[src/forthPkg.sv]
`default_nettype none

package forthPkg;

	localparam int PC_WIDTH = 16;
	localparam int INSTR_WIDTH = 16;
	localparam int OPCODE_WIDTH = 3;
	localparam int TARGET_WIDTH = 13; // jump target, zero-extended to PC_WIDTH

	localparam logic [PC_WIDTH-1:0] INT0_VECTOR = 16'h0008;
	localparam logic [PC_WIDTH-1:0] INT1_VECTOR = 16'h0010;

	typedef enum logic [OPCODE_WIDTH-1:0] {
		opNop = 3'd0,
		opJump = 3'd1,
		opEi = 3'd2,
		opDi = 3'd3,
		opReti = 3'd4
	} opcode_t;

	typedef enum logic [1:0] {
		stRun = 2'd0,
		stRi0 = 2'd1,
		stRi1 = 2'd2,
		stRi1_0 = 2'd3 // int0 nested inside int1
	} intState_t;

	typedef enum logic [2:0] {
		pcInc = 3'd0,
		pcJump = 3'd1,
		pcIntv0 = 3'd2,
		pcIntv1 = 3'd3,
		pcIntr0 = 3'd4,
		pcIntr1 = 3'd5
	} pcSel_t;

	// unused encodings 5..7 fall back to nop
	function automatic opcode_t decodeOpcode(input logic [OPCODE_WIDTH-1:0] field);
		opcode_t op;
		case (field)
			opJump: op = opJump;
			opEi: op = opEi;
			opDi: op = opDi;
			opReti: op = opReti;
			default: op = opNop;
		endcase
		return op;
	endfunction

	function automatic logic [PC_WIDTH-1:0] extendTarget(input logic [TARGET_WIDTH-1:0] field);
		logic [PC_WIDTH-1:0] wide;
		wide = '0;
		wide[TARGET_WIDTH-1:0] = field;
		return wide;
	endfunction

endpackage

`default_nettype wire
[src/interruptUnit.sv]
`default_nettype none

module interruptUnit (
	input logic CLK,
	input logic RESET,
	input logic COMMIT,
	input logic [forthPkg::INSTR_WIDTH-1:0] instr,
	input logic INT0,
	input logic INT1,
	output logic [forthPkg::PC_WIDTH-1:0] pc,
	output logic pcValid,
	output forthPkg::intState_t intState
);
	import forthPkg::*;

	logic stepValid;
	logic eiCmd;
	logic diCmd;
	logic retiCmd;
	logic jumpCmd;
	logic [PC_WIDTH-1:0] jumpTarget;
	logic req0;
	logic req1;
	pcSel_t pcSel;
	logic saveRet0;
	logic saveRet1;
	logic stepDone;

	commitStage commit (
		.CLK(CLK),
		.RESET(RESET),
		.COMMIT(COMMIT),
		.instr(instr),
		.INT0(INT0),
		.INT1(INT1),
		.stepValid(stepValid),
		.eiCmd(eiCmd),
		.diCmd(diCmd),
		.retiCmd(retiCmd),
		.jumpCmd(jumpCmd),
		.jumpTarget(jumpTarget),
		.req0(req0),
		.req1(req1)
	);

	interruptStateMachine ism (
		.CLK(CLK),
		.RESET(RESET),
		.stepValid(stepValid),
		.eiCmd(eiCmd),
		.diCmd(diCmd),
		.retiCmd(retiCmd),
		.jumpCmd(jumpCmd),
		.req0(req0),
		.req1(req1),
		.pcSel(pcSel),
		.saveRet0(saveRet0),
		.saveRet1(saveRet1),
		.stepDone(stepDone),
		.intState(intState)
	);

	programCounter pcUnit (
		.CLK(CLK),
		.RESET(RESET),
		.stepDone(stepDone),
		.saveRet0(saveRet0),
		.saveRet1(saveRet1),
		.pcSel(pcSel),
		.jumpTarget(jumpTarget),
		.pc(pc),
		.pcValid(pcValid)
	);

endmodule

`default_nettype wire

[src/programCounter.sv]
`default_nettype none

module programCounter (
	input logic CLK,
	input logic RESET,
	input logic stepDone,
	input logic saveRet0,
	input logic saveRet1,
	input forthPkg::pcSel_t pcSel,
	input logic [forthPkg::PC_WIDTH-1:0] jumpTarget,
	output logic [forthPkg::PC_WIDTH-1:0] pc,
	output logic pcValid
);
	import forthPkg::*;

	logic [PC_WIDTH-1:0] ret0; // int0 return address
	logic [PC_WIDTH-1:0] ret1; // int1 return address
	logic [PC_WIDTH-1:0] pcPlusOne;
	logic [PC_WIDTH-1:0] pcNext;

	assign pcPlusOne = pc + 1'b1;

	always_comb begin
		case (pcSel)
			pcInc: pcNext = pcPlusOne;
			pcJump: pcNext = jumpTarget;
			pcIntv0: pcNext = INT0_VECTOR;
			pcIntv1: pcNext = INT1_VECTOR;
			pcIntr0: pcNext = ret0;
			pcIntr1: pcNext = ret1;
			default: pcNext = pcPlusOne;
		endcase
	end

	always_ff @(posedge CLK or posedge RESET) begin
		if (RESET) begin
			pc <= '0;
			pcValid <= 1'b0;
		end else begin
			pcValid <= stepDone;
			if (stepDone) begin
				pc <= pcNext;
			end
		end
	end

	// old pc is the address of the instruction the interrupt displaced
	always_ff @(posedge CLK) begin
		if (stepDone && saveRet0) begin
			ret0 <= pc;
		end
		if (stepDone && saveRet1) begin
			ret1 <= pc;
		end
	end

endmodule

`default_nettype wire

[src/interruptStateMachine.sv]
`default_nettype none

module interruptStateMachine (
	input logic CLK,
	input logic RESET,
	input logic stepValid,
	input logic eiCmd,
	input logic diCmd,
	input logic retiCmd,
	input logic jumpCmd,
	input logic req0,
	input logic req1,
	output forthPkg::pcSel_t pcSel,
	output logic saveRet0,
	output logic saveRet1,
	output logic stepDone,
	output forthPkg::intState_t intState
);
	import forthPkg::*;

	logic intEnable;
	logic intEnableNext;
	intState_t stateNext;
	pcSel_t pcSelNext;
	logic saveRet0Next;
	logic saveRet1Next;
	logic takeInt0;
	logic takeInt1;

	// nmi is taken from run or on top of an int1 handler, never twice
	assign takeInt0 = req0 && (intState == stRun || intState == stRi1);

	// maskable, run state only, loses to int0
	assign takeInt1 = req1 && intEnable && (intState == stRun) && !takeInt0;

	always_comb begin
		stateNext = intState;
		intEnableNext = intEnable;
		pcSelNext = pcInc;
		saveRet0Next = 1'b0;
		saveRet1Next = 1'b0;

		if (takeInt0) begin
			pcSelNext = pcIntv0; // committed instr is discarded
			saveRet0Next = 1'b1;
			if (intState == stRi1) begin
				stateNext = stRi1_0;
			end else begin
				stateNext = stRi0;
			end
		end else if (takeInt1) begin
			pcSelNext = pcIntv1;
			saveRet1Next = 1'b1;
			stateNext = stRi1;
		end else if (eiCmd) begin
			intEnableNext = 1'b1;
		end else if (diCmd) begin
			intEnableNext = 1'b0;
		end else if (jumpCmd) begin
			pcSelNext = pcJump;
		end else if (retiCmd) begin
			case (intState)
				stRi0: begin
					pcSelNext = pcIntr0;
					stateNext = stRun;
				end
				stRi1: begin
					pcSelNext = pcIntr1;
					stateNext = stRun;
				end
				stRi1_0: begin
					pcSelNext = pcIntr0; // back into the int1 handler
					stateNext = stRi1;
				end
				default: ; // reti outside a handler is a nop
			endcase
		end
	end

	always_ff @(posedge CLK or posedge RESET) begin
		if (RESET) begin
			intState <= stRun;
			intEnable <= 1'b0;
			pcSel <= pcInc;
			saveRet0 <= 1'b0;
			saveRet1 <= 1'b0;
			stepDone <= 1'b0;
		end else begin
			stepDone <= stepValid;
			saveRet0 <= saveRet0Next; // already qualified by stepValid
			saveRet1 <= saveRet1Next;
			if (stepValid) begin
				intState <= stateNext; // next commit sees this at once
				intEnable <= intEnableNext;
				pcSel <= pcSelNext;
			end
		end
	end

endmodule

`default_nettype wire

[src/commitStage.sv]
`default_nettype none

module commitStage (
	input logic CLK,
	input logic RESET,
	input logic COMMIT,
	input logic [forthPkg::INSTR_WIDTH-1:0] instr,
	input logic INT0,
	input logic INT1,
	output logic stepValid,
	output logic eiCmd,
	output logic diCmd,
	output logic retiCmd,
	output logic jumpCmd,
	output logic [forthPkg::PC_WIDTH-1:0] jumpTarget,
	output logic req0,
	output logic req1
);
	import forthPkg::*;

	opcode_t opField; // opcode of the incoming word
	opcode_t opReg;
	logic [TARGET_WIDTH-1:0] targetField;
	logic [PC_WIDTH-1:0] targetReg;
	logic intReq0Reg;
	logic intReq1Reg;

	assign opField = decodeOpcode(instr[INSTR_WIDTH-1 -: OPCODE_WIDTH]);
	assign targetField = instr[TARGET_WIDTH-1:0];

	always_ff @(posedge CLK or posedge RESET) begin
		if (RESET) begin
			stepValid <= 1'b0;
			opReg <= opNop;
			intReq0Reg <= 1'b0;
			intReq1Reg <= 1'b0;
		end else begin
			stepValid <= COMMIT; // one cycle per commit
			if (COMMIT) begin
				opReg <= opField;
				intReq0Reg <= INT0; // requests only seen on commits
				intReq1Reg <= INT1;
			end
		end
	end

	// target follows its instruction one stage behind
	always_ff @(posedge CLK) begin
		if (COMMIT) begin
			targetReg <= extendTarget(targetField);
		end
		if (stepValid) begin
			jumpTarget <= targetReg; // still valid when the pc unit loads
		end
	end

	always_comb begin
		eiCmd = 1'b0;
		diCmd = 1'b0;
		retiCmd = 1'b0;
		jumpCmd = 1'b0;
		if (stepValid) begin
			case (opReg)
				opEi: eiCmd = 1'b1;
				opDi: diCmd = 1'b1;
				opReti: retiCmd = 1'b1;
				opJump: jumpCmd = 1'b1;
				default: ; // nop
			endcase
		end
	end

	assign req0 = stepValid & intReq0Reg;
	assign req1 = stepValid & intReq1Reg;

endmodule

`default_nettype wire

[config.mk]
export PLATFORM = sky130hd
export DESIGN_NAME = interruptUnit
export DESIGN_NICKNAME = d
export VERILOG_FILES = /design/src/forthPkg.sv /design/src/interruptUnit.sv /design/src/programCounter.sv /design/src/interruptStateMachine.sv /design/src/commitStage.sv
export SDC_FILE = /design/constraint.sdc
export NUM_CORES = 1
export LEC_CHECK = 0
export ABC_AREA = 1
export ABC_CLOCK_PERIOD_IN_PS = 3600
export BUFFER_PORTS_ARGS = -buffer_cell sky130_fd_sc_hd__buf_2
export CAP_MARGIN = 20
export CELL_PAD_IN_SITES_DETAIL_PLACEMENT = 1
export CELL_PAD_IN_SITES_GLOBAL_PLACEMENT = 2
export CORE_ASPECT_RATIO = 2
export CORE_MARGIN = 4
export CORE_UTILIZATION = 41
export CTS_CLUSTER_DIAMETER = 60
export DETAILED_ROUTE_END_ITERATION = 12
export GPL_TIMING_DRIVEN = 1
export HOLD_SLACK_MARGIN = 0.06
export PLACE_DENSITY_LB_ADDON = 0.1
export SETUP_SLACK_MARGIN = 0.02
export SKIP_CTS_REPAIR_TIMING = 1
export SLEW_MARGIN = 20
export SYNTH_ARGS = -nofsm -noshare
export SYNTH_HDL_FRONTEND = slang
export SYNTH_SLANG_ARGS = --single-unit
[constraint.sdc]
create_clock -name CLK -period 3.6 [get_ports CLK]
set_input_delay 0 -clock CLK [delete_from_list [all_inputs] [get_ports CLK]]
set_output_delay 0 -clock CLK [all_outputs]
set_load 0.03 [all_outputs]
Word level (Yosys, flattened, before mapping)
Cells that the tools add are included.
Cells by class
  eq/ne operators: 19
  bitwise gates (word level): 4
  add/subtract/negate cells: 1
  multiplexer cells: 30
  reduce and logical (&&, ||, !) cells: 16
Operator list (number)
  $pmux W16 S5: 1
  $eq A3 B2 Y1 const B: 6
  $mux W3: 6
  $add A16 B1 Y16 const B: 1
  $mux W2: 7
  $mux W1: 13
  $eq A3 B3 Y1 const B: 4
  $pmux W3 S4: 1
  $eq A3 B1 Y1 const B: 3
  $ne A3 B1 Y1 const B: 3
  $logic_and A1 B1 Y1: 6
  $pmux W3 S2: 1
  $reduce_and A6 Y1: 1
  $eq A2 B2 Y1 const B: 2
  $pmux W2 S2: 1
  $reduce_and A4 Y1: 1
  $reduce_bool A4 Y1: 1
  $reduce_or A2 Y1: 2
  $reduce_bool A3 Y1: 1
  $and A1 B1 Y1: 2
  $eq A2 B1 Y1 const B: 1
  $logic_not A2 Y1: 1
  $not A1 Y1: 2
  $reduce_bool A2 Y1: 1
  2 further kinds: 2
Storage, ports and cells
  flip-flop bits (word level): 90
  input port bits: 21
  logic and storage cells: 86
  output and inout port bits: 19

Longest topological paths before layout
Gate-level depths: netlist (run 1).
  word-level depth: 9
  gate-level depth with buffers: 10

Modules after synthesis
Synthesis (run 1) repeated with hierarchy kept, for this count alone.
Second synthesis, totals
  cell total of the unflattened synthesis: 410
  area total of the unflattened synthesis: 4031.4 µm²
By module, submodules not included
  programCounter: instances 1, area each 2453.6 µm², seq. area each 1386.3 µm², cells an instance 280
  commitStage: instances 1, area each 1091.0 µm², seq. area each 930.9 µm², cells an instance 70
  interruptStateMachine: instances 1, area each 486.7 µm², seq. area each 225.2 µm², cells an instance 60

Worst setup path after synthesis (run 1)
OpenSTA, ideal clock, no wires.
  path type: register -> register
  start point: reg pcUnit.pc[1] in the netlist's numbering
  end point: reg pcUnit.pc[12] in the netlist's numbering
  path buffers: 0
  path slack: 2010 ps
  arrival: 1469 ps
  data required time: 3479 ps
  cell stages (with the launch flop): 9
  period minus slack after synthesis: 1590 ps
  setup time: 121 ps
  path through: dfrtp_1 > ha_1 > nand3_2 > nor2_4 > nand2_2 > o21ai_0 > inv_1 > nand2_1 > a21oi_2
Between the ends
  word-level cells in the longest chain between the ends: 2
Ends and longest elaborated chain
  start, declared: RTL line programCounter.sv:11  | output logic [forthPkg::PC_WIDTH-1:0] pc,
  start signal, assigned: RTL line programCounter.sv:42  | pc <= pcNext;
  $add A16 B1 Y16: RTL line programCounter.sv:21  | assign pcPlusOne = pc + 1'b1;
  $pmux W16 S5: RTL line programCounter.sv:24  | case (pcSel)
No other way between the ends.
A chain may end at the register's enable or synchronous reset.

==> reports/qor.csv, run 1 <==
stage;metric;value;unit
outcome;status;finished clean;
pwr;power_switching;1.18;mW
layout;final_cell_mix;nand2_1, edfxtp_1, buf_2;
layout;final_cells;537;
pwr;p_int;2.11;mW
detailed_routing;wl;9.55;mm
synth;yosysSeqAreaShare;66.6;%
sta;hold_ws;0.316;ns
layout;syn2layout_area_growth;21.0;%
floorplanning;die_w;76.2;um
sta;finalHoldViolCount;0;
sta;maxSlewHeadroom;42.3;%
sta;fin_setup_tns;0;ns
detailed_routing;routedWlPerCell;17.8;um
pwr;seqPwrFrac;46.6;%
worst_setup_path;path_class;reg -> reg;
clock_network;cts.sinks;90;
worst_setup_path;r2r_slack;1.64;ns
floorplanning;initial_utilization;42.1;%
layout;nets;452;
clock_network;numCtsBuffers;9;
synth;syn_avg_cell_area;10.5;sq um
worst_setup_path;worstSetupEndpointType;flop;
pwr;power_density;712;nW/um^2
worst_setup_path;crit_required;3.82;ns
pwr;p_clk_share;29.6;%
clock_network;clockBufferDepth;2;
synth;async_reset_ff_share;35.6;%
layout;final_common_cell;nand2_1;
synth;synth_nets;387;
layout;antenna_cells;0;
detailed_routing;viasPerCell;5.13;
worst_setup_path;r2r-end;pcUnit.pc[10]$_DFFE_PP0P_;
synth;yosysWarnings;0;
synth;synth_edf_count;58;
global_routing;grt_max_degree;33;
run;max_cap_viol_count;0;
pwr;p_sw_share;36.0;%
sta;rsz0062_at_grt;false;
sta;finalCritPeriodShare;54.4;%
synth;ys.flop_type;edfxtp_1;
floorplanning;die_h;144;um
layout;fillCellCount;1017;
synth;ys_ff_latch;90;
synth;synth_top_cell_area_share;45.6;%
floorplanning;rows;49;
pwr;pwr-share-comb;23.8;%
global_routing;grt_pass1_vias;2915;
layout;drive_above_1_share;17.9;%
synth;synth.largest_area_cell;edfxtp_1;
clock_network;cts.clk_slew.worst_paths;0.07;ns
place;place_hpwl;6.56;mm
floorplanning;core;9070;sq um
pwr;max-vdd-ir-drop;0.000369;V
detailed_routing;route.detailed.drc;0;
detailed_routing;dr.first_iter.drc_count;106;
worst_setup_path;reg2reg_depth;3;
synth;synth_cells;365;
sta;drv_slew;0;
synth;syn_area;3820;sq um
floorplanning;io_pins;40;
sta;tightest_slew;0.865;ns
sta;period_needed;1.96;ns
global_routing;track_usage;18.4;%
detailed_routing;ant_nets;0;
worst_setup_path;worstSetupStartpointType;flop;
detailed_routing;dr.pass1.iters;4;
place;place_congestion;0.761;
sta;finalSetupViolCount;0;
worst_setup_path;cp-endpoint;pcUnit.pc[10]$_DFFE_PP0P_;
global_routing;overflow;0;
pwr;p_leak;2.01;nW
place;port_buffers;39;
synth;ys_top_cells_by_area;edfxtp_1, dfrtp_1, nand2_1;
worst_setup_path;cp.arrival;2.18;ns
clock_network;tritoncts;built;
worst_setup_path;r2r-start;ism.stepDone$_DFF_PP0_;
synth;synth_cell_types;32;
min_path;hold_class;in -> async;
place;dp.cells;499;
clock_network;insertion_delay;0.34;ns
detailed_routing;vias;2755;
clock_network;htreeDepth;3;
global_routing;antenna_found_initial;0;
sta;fmax;511;MHz
floorplanning;die_area;11000;sq um
global_routing;grt_pass1_wl;15.3;mm
clock_network;cts_root_buf;clkbuf_16;
worst_setup_path;crit_start;ism.stepDone$_DFF_PP0_;
worst_setup_path;crit_path_max_fanout;19;
sta;fin_worst_skew;0.00615;ns
==> synthesized netlist by cell type, types with 3 or more instances <==
cell	instances
nand2_1	105
edfxtp_1	58
dfrtp_1	32
inv_1	32
nor2_1	32
o21ai_0	20
nand3_1	19
a21oi_1	11
nand4_1	6
inv_2	5
nand2_2	4
nand3_2	4
nor2_2	4
o21ai_1	4
buf_2	3
xor2_1	3
==> metrics by stage <==
step	cell area, sq um	setup slack (ns)	util [%]	power, mW
global route	4620	1.40	50.9	3.48
floorplan	3820	2.01	-	2.04
CTS	4400	1.64	48.5	3.31
global placement	4090	1.68	45.1	2.30
finish	4620	1.64	50.9	3.29
detailed placement	4090	1.65	45.1	2.33
==> cell type report <==
cell class	count	area, sq um	area share, %
clock buffer	9	225	4.87
clock inverter	7	83.8	1.81
inverter	38	143	3.09
multi-input combinational	229	1080	23.3
sequential	90	2540	55.0
tap	102	128	2.76
timing repair buffer	62	423	9.15
==> flip-flops by register name, summed over array words and instances, names as in the netlist, 2 cells and up <==
| name | cells |
|---|---|
| pcUnit.pc | 16 |
| pcUnit.ret0 | 16 |
| commit.jumpTarget | 13 |
| pcUnit.ret1 | 16 |
| commit.targetReg | 13 |
| commit.opReg | 3 |
| ism.pcSel | 3 |
| ism.intState | 2 |
==> worst min path at each step <==
stage | endpoint | slack [ns] | cells past startpoint
after floorplan | commit.stepValid$_DFF_PP0_ | 0.03 | 0
after global routing | commit.targetReg[2]$_DFFE_PP_ | 0.37 | 2
final | ism.pcSel[0]$_DFFE_PP0P_ | 0.32 | 4
after detailed placement | ism.pcSel[0]$_DFFE_PP0P_ | 0.14 | 3
after CTS | ism.pcSel[0]$_DFFE_PP0P_ | -0.22 | 3
after global placement | ism.pcSel[0]$_DFFE_PP0P_ | 0.13 | 3
==> logic make-up (layout without fill, tap and decap cells) <==
family          after synthesis  in the layout  share of synthesized area, %
fa+ha+maj                     1              1                         0.328
simple gates                178            178                          20.0
flops                        90             90                          66.6
compound gates               45             45                          6.72
buf+inv                      46            116                          5.21
xor+xnor                      5              5                          1.15
==> metal layers <==
metal	global-route usage, %	part of all wire (%)
met5	0	0
met4	7.64	1.9
met3	2.68	2.2
met2	35.7	58
met1	19.8	38
==> critical path, stage by stage (launching register included) <==
cell      delay [ns]
dfrtp_1         0.74
clkinv_1        0.67
nor3_1          0.34
a21oi_1         0.09
==> power groups by stage <==
stage                     Combinational [mW]  Sequential [mW]  Clock [mW]
after floorplan                        0.397             1.64           0
after global placement                 0.757             1.55           0
after detailed placement               0.774             1.56           0
after CTS                              0.779             1.54       0.987
after global routing                   0.879             1.57        1.04
final                                  0.784             1.53       0.973
Power figures use the tool's default switching activity.
==> inputs of run 2 (changes only) <==
- ABC_CLOCK_PERIOD_IN_PS: 3600 -> 1660
- CORE_UTILIZATION: 41 -> 34
- clock period: 3.6 -> 1.66 ns (I/O delays scaled with it)
==> reports/qor.csv, run 2 (synthesized netlist as in run 1, its figures left out) <==
stage;metric;value;unit;change
detailed_routing;viasPerCell;4.81;;-6.3%
clock_network;htreeDepth;3;;unchanged
detailed_routing;vias;2840;;+3.1%
layout;final_common_cell;nand2_1;;
detailed_routing;routedWlPerCell;17.6;um;-0.82%
layout;drive_above_1_share;21.5;%;+3.6 points
sta;rsz0062_at_grt;false;;
floorplanning;die_w;82.9;um;+8.8%
global_routing;grt_pass1_wl;16.4;mm;+7.0%
worst_setup_path;crit_slowest_cell;dfrtp_1;;
worst_setup_path;worstSetupEndpointType;flop;;
run;max_cap_viol_count;0;;unchanged
layout;post-route-util;44.0;%;-6.9 points
detailed_routing;dr.first_iter.drc_count;119;;+12%
layout;antenna_cells;0;;unchanged
clock_network;insertion_delay;0.34;ns;about the same
worst_setup_path;critPathMaxStageDelay;0.44;ns;-0.30 ns
sta;finalHoldViolCount;0;;unchanged
sta;tightest_slew;0.491;ns;-0.374 ns
min_path;hold_class;in -> async;;
outcome;status;finished clean;;
sta;fin_setup_tns;0;ns;unchanged
pwr;power_density;1520;nW/um^2;+110%
worst_setup_path;critical_path_buf_inv_count;2;;+1
floorplanning;rows;54;;+10%
detailed_routing;ant_nets;0;;unchanged
worst_setup_path;cpLargestDelayFamily;simple AND/OR/NAND/NOR gates;;
layout;multi_input_comb_area;1080;sq um;unchanged
clock_network;clockBufferDepth;2;;unchanged
global_routing;antenna_found_initial;0;;unchanged
worst_setup_path;path_class;reg -> reg;;
floorplanning;initial_utilization;34.9;%;-7.2 points
place;place_hpwl;7.57;mm;+15%
clock_network;tritoncts;built;;
place;place_congestion;0.786;;+3.2%
floorplanning;die_area;13100;sq um;+19%
global_routing;track_usage;16.5;%;-1.9 points
worst_setup_path;cp.arrival;1.72;ns;-0.46 ns
detailed_routing;route.detailed.drc;0;;unchanged
floorplanning;core;10900;sq um;+21%
layout;final_cell_mix;nand2_1, edfxtp_1, buf_2;;
global_routing;overflow;0;;unchanged
layout;fillCellCount;1249;;+23%
sta;finalCritPeriodShare;91.1;%;+37 points
worst_setup_path;path_cells;inv_2 -> nand2_2 -> nand3_2 -> clkinv_2 -> nand3_1 -> nand2_1 -> nand2_1 -> o21ai_0;;
sta;finalSetupViolCount;0;;unchanged
floorplanning;io_pins;40;;unchanged
detailed_routing;dr.pass1.iters;4;;unchanged
sta;fmax;661;MHz;+29%
clock_network;numCtsBuffers;9;;unchanged
floorplanning;die_h;158;um;+9.3%
pwr;max-vdd-ir-drop;0.000725;V;+96%
layout;syn2layout_area_growth;26.2;%;
worst_setup_path;crit_path_max_fanout;14;;-5
clock_network;cts.clk_slew.worst_paths;0.07;ns;about the same
global_routing;grt_pass1_vias;3108;;+6.6%
worst_setup_path;worstSetupStartpointType;flop;;
layout;reg_top3;pcUnit.pc: 16 flops, pcUnit.ret0: 16 flops, pcUnit.ret1: 16 flops;;
sta;fin_worst_skew;0.00950;ns;+0.00335 ns
clock_network;cts_root_buf;clkbuf_16;;
worst_setup_path;crit_required;1.87;ns;-1.95 ns
sta;maxSlewHeadroom;67.3;%;+25 points
worst_setup_path;worst_path_most_repeated_cell;nand2_1;;
layout;nets;468;;+3.5%
detailed_routing;wl;10.4;mm;+9.2%
layout;register_area;2550;sq um;+0.15%
global_routing;grt_max_degree;33;;unchanged
place;port_buffers;39;;unchanged
sta;period_needed;1.51;ns;-0.445 ns
clock_network;cts.sinks;90;;unchanged
sta;drv_slew;0;;unchanged
pwr;p_leak;2.10;nW;+4.4%
## run 2: per-layer routing
layer / vias up / GRT usage, % / wire length, um
met5: - / 0 / 0
met4: 0 / 9.59 / 417
met3: 22 / 2.66 / 318
met2: 58 / 31.5 / 5860
met1: 1390 / 16.8 / 3820
li1: 1370 / - / -
## run 2: area by class of cell
cell class,instances,share of cell area [%]
Multi-Input combinational cell,229,22.4
Timing Repair Buffer,78,11.8
Tap cell,140,3.64
Clock inverter,7,1.71
Clock buffer,9,4.67
Sequential cell,90,52.8
Inverter,38,2.99
## run 2: final timing paths
check / startpoint / endpoint / slack [ns] / cells after the start
min in group CLK: instr[8] / commit.targetReg[8]$_DFFE_PP_ / 0.37 / 2
max reg2reg: ism.pcSel[2]$_DFFE_PP0P_ / pcUnit.pc[11]$_DFFE_PP0P_ / 0.15 / 8
max in group asynchronous: RESET / pcUnit.pc[4]$_DFFE_PP0P_ / 0.97 / 4
min reg2reg: commit.targetReg[0]$_DFFE_PP_ / commit.jumpTarget[0]$_DFFE_PP_ / 0.42 / 0
min: RESET / ism.saveRet1$_DFF_PP0_ / 0.32 / 4
max: ism.pcSel[2]$_DFFE_PP0P_ / pcUnit.pc[11]$_DFFE_PP0P_ / 0.15 / 8
## run 2: through the flow
stage	power (mW)	area, sq um	std cells	hold slack, ns	setup WS (ns)
after floorplan	4.43	3820	365	0.0314	0.0704
after global placement	5.17	4290	553	0.156	0.0971
after detailed placement	5.23	4290	553	0.147	0.106
after CTS	7.38	4590	569	-0.219	0.0938
after global routing	7.75	4820	591	0.369	0.0286
final	7.31	4820	591	0.315	0.148
## run 2: power by group
part	internal [mW]	total, mW	switching [mW]	leakage [nW]
Sequential	2.84	3.21	0.370	0.941
Combinational	0.651	1.98	1.33	1.01
Clock	1.20	2.12	0.918	0.150
## run 2: worst reg2reg max path: stages, from the launching register on
cell      delay, ns
dfrtp_1        0.44
inv_2          0.11
nand2_2        0.06
nand3_2        0.15
clkinv_2       0.27
nand3_1        0.17
nand2_1        0.07
nand2_1        0.05
o21ai_0        0.08
==> inputs of run 3 (changes only) <==
- ABC_CLOCK_PERIOD_IN_PS: 1660 -> 1700
- CORE_UTILIZATION: 34 -> 38
- clock period: 1.66 -> 1.7 ns (I/O delays scaled with it)
==> reports/qor.csv, run 3 (synthesized netlist as in run 1, its figures left out) <==
stage;metric;value;unit;change
global_routing;grt_pass1_vias;2882;;-7.3%
floorplanning;core;9760;sq um;-11%
pwr;max-vdd-ir-drop;0.000929;V;+28%
clock_network;numCtsBuffers;9;;unchanged
place;place_congestion;0.798;;+1.5%
floorplanning;die_h;150;um;-5.1%
worst_setup_path;worstSetupEndpointType;flop;;
sta;fin_setup_tns;0;ns;unchanged
sta;period_needed;1.51;ns;-0.00617 ns
detailed_routing;ant_nets;0;;unchanged
clock_network;cts_root_buf;clkbuf_16;;
worst_setup_path;cp.arrival;1.73;ns;about the same
layout;syn2layout_area_growth;26.8;%;
run;max_cap_viol_count;0;;unchanged
detailed_routing;wl;10.3;mm;-1.0%
pwr;seqPwrFrac;43.1;%;-0.8 points
floorplanning;die_area;11800;sq um;-9.8%
sta;fin_worst_skew;0.00562;ns;-0.00388 ns
layout;final_cells;587;;-0.68%
pwr;p_leak;2.12;nW;+1.1%
layout;final_cell_mix;nand2_1, edfxtp_1, buf_2;;
sta;tightest_slew;0.483;ns;-0.00805 ns
sta;setup_slack;0.194;ns;+0.0462 ns
worst_setup_path;path_class;reg -> reg;;
min_path;hold_class;in -> async;;
clock_network;htreeDepth;3;;unchanged
detailed_routing;routedWlPerCell;17.6;um;-0.32%
detailed_routing;dr.first_iter.drc_count;98;;-18%
detailed_routing;viasPerCell;4.82;;+0.36%
sta;hold_ws;0.323;ns;+0.00782 ns
global_routing;grt_pass1_wl;16.0;mm;-2.3%
sta;rsz0062_at_grt;false;;
layout;nets;472;;+0.85%
clock_network;clockBufferDepth;2;;unchanged
worst_setup_path;critPathMaxStageDelay;0.38;ns;-0.06 ns
place;port_buffers;39;;unchanged
worst_setup_path;crit_start;pcUnit.pc[0]$_DFFE_PP0P_;;
pwr;p_sw_share;34.5;%;-1.3 points
layout;final_common_cell;nand2_1;;
detailed_routing;route.detailed.drc;0;;unchanged
sta;finalHoldViolCount;0;;unchanged
layout;fillCellCount;1074;;-14%
worst_setup_path;crit_path_max_fanout;4;;-10
pwr;p_int;4.74;mW;+1.1%
pwr;pwr-share-comb;27.4;%;+0.3 points
clock_network;cts.clk_slew.worst_paths;0.07;ns;about the same
worst_setup_path;r2r-start;pcUnit.pc[0]$_DFFE_PP0P_;;
detailed_routing;vias;2831;;-0.32%
outcome;status;finished clean;;
layout;drive_above_1_share;21.5;%;+0.031 points
pwr;power_switching;2.50;mW;-4.6%
detailed_routing;dr.pass1.iters;4;;unchanged
place;dp_slack;0.203;ns;+0.0971 ns
sta;finalCritPeriodShare;88.6;%;-2.5 points
worst_setup_path;worstSetupStartpointType;flop;;
worst_setup_path;crit_slowest_cell;dfrtp_1;;
pwr;p_clk_share;29.5;%;+0.6 points
worst_setup_path;cp-endpoint;pcUnit.pc[12]$_DFFE_PP0P_;;
pwr;power_density;1490;nW/um^2;-1.4%
global_routing;grt_max_degree;33;;unchanged
place;place_hpwl;7.10;mm;-6.2%
sta;fmax;664;MHz;+0.41%
worst_setup_path;r2r_slack;0.19;ns;+0.05 ns
floorplanning;rows;51;;-5.6%
floorplanning;initial_utilization;39.1;%;+4.2 points
sta;drv_slew;0;;unchanged
layout;antenna_cells;0;;unchanged
layout;reg_top3;pcUnit.pc: 16 flops, pcUnit.ret0: 16 flops, pcUnit.ret1: 16 flops;;
clock_network;tritoncts;built;;
floorplanning;die_w;78.9;um;-4.9%
global_routing;track_usage;18.3;%;+1.8 points
worst_setup_path;r2r-end;pcUnit.pc[12]$_DFFE_PP0P_;;
worst_setup_path;reg2reg_depth;8;;unchanged
sta;finalSetupViolCount;0;;unchanged
global_routing;antenna_found_initial;0;;unchanged
worst_setup_path;crit_required;1.93;ns;+0.06 ns
sta;maxSlewHeadroom;67.8;%;+0.54 points
clock_network;insertion_delay;0.34;ns;about the same
layout;post-route-util;49.6;%;+5.6 points
global_routing;overflow;0;;unchanged
worst_setup_path;path_cells;ha_2 -> nand3_2 -> nor2_4 -> nand2_2 -> o21ai_0 -> inv_1 -> nand2_1 -> a21oi_2;;
floorplanning;io_pins;40;;unchanged
place;dp.cells;548;;-0.90%
clock_network;cts.sinks;90;;unchanged
run 3: worst min path at each step:
| stage | from | end | cells past startpoint |
|---|---|---|---|
| 2_1_floorplan | COMMIT | commit.stepValid$_DFF_PP0_ | 0 |
| 3_3_place_gp | RESET | ism.intState[1]$_DFFE_PP0P_ | 3 |
| 3_5_place_dp | RESET | pcUnit.pcValid$_DFF_PP0_ | 3 |
| 4_1_cts | RESET | pcUnit.pcValid$_DFF_PP0_ | 3 |
| 5_1_grt | instr[4] | commit.targetReg[4]$_DFFE_PP_ | 2 |
| 6_report | RESET | ism.intState[1]$_DFFE_PP0P_ | 4 |
run 3: final cells by class:
class	count	area, sq um	share of cell area, %
Inverter	38	143	2.95
Tap cell	132	165	3.41
Clock buffer	9	225	4.65
Multi-Input combinational cell	229	1080	22.3
Timing Repair Buffer	82	588	12.1
Sequential cell	90	2540	52.5
Clock inverter	7	98.8	2.04
run 3: power groups by stage:
stage               combinational [mW]  clock [mW]  sequential, mW
CTS                               1.97        2.19            3.13
global placement                  1.93           0            3.15
global route                      2.21        2.31            3.18
detailed placement                1.95           0            3.17
finish                            1.98        2.14            3.12
floorplan                        0.841           0            3.48
run 3: metal layers:
metal / vias to the layer above / GRT usage [%] / part of all wire (%)
met5: - / 0 / 0
met4: 0 / 5.68 / 1.4
met3: 11 / 3.92 / 2.6
met2: 34 / 35.0 / 59
met1: 1408 / 19.7 / 37
li1: 1378 / - / -
run 3: metrics by stage:
step	power [mW]	cell area [sq um]
after floorplan	4.32	3820
after global placement	5.08	4290
final	7.24	4840
after detailed placement	5.12	4290
after global routing	7.70	4840
after CTS	7.29	4610
run 3: worst max-delay path, delay by kind of cell (launching register included):
family / cells / cell delay [ns]
fa+ha+maj: 1 / 0.23
simple gates: 4 / 0.51
flops: 1 / 0.38
buf+inv: 1 / 0.06
compound gates: 2 / 0.23
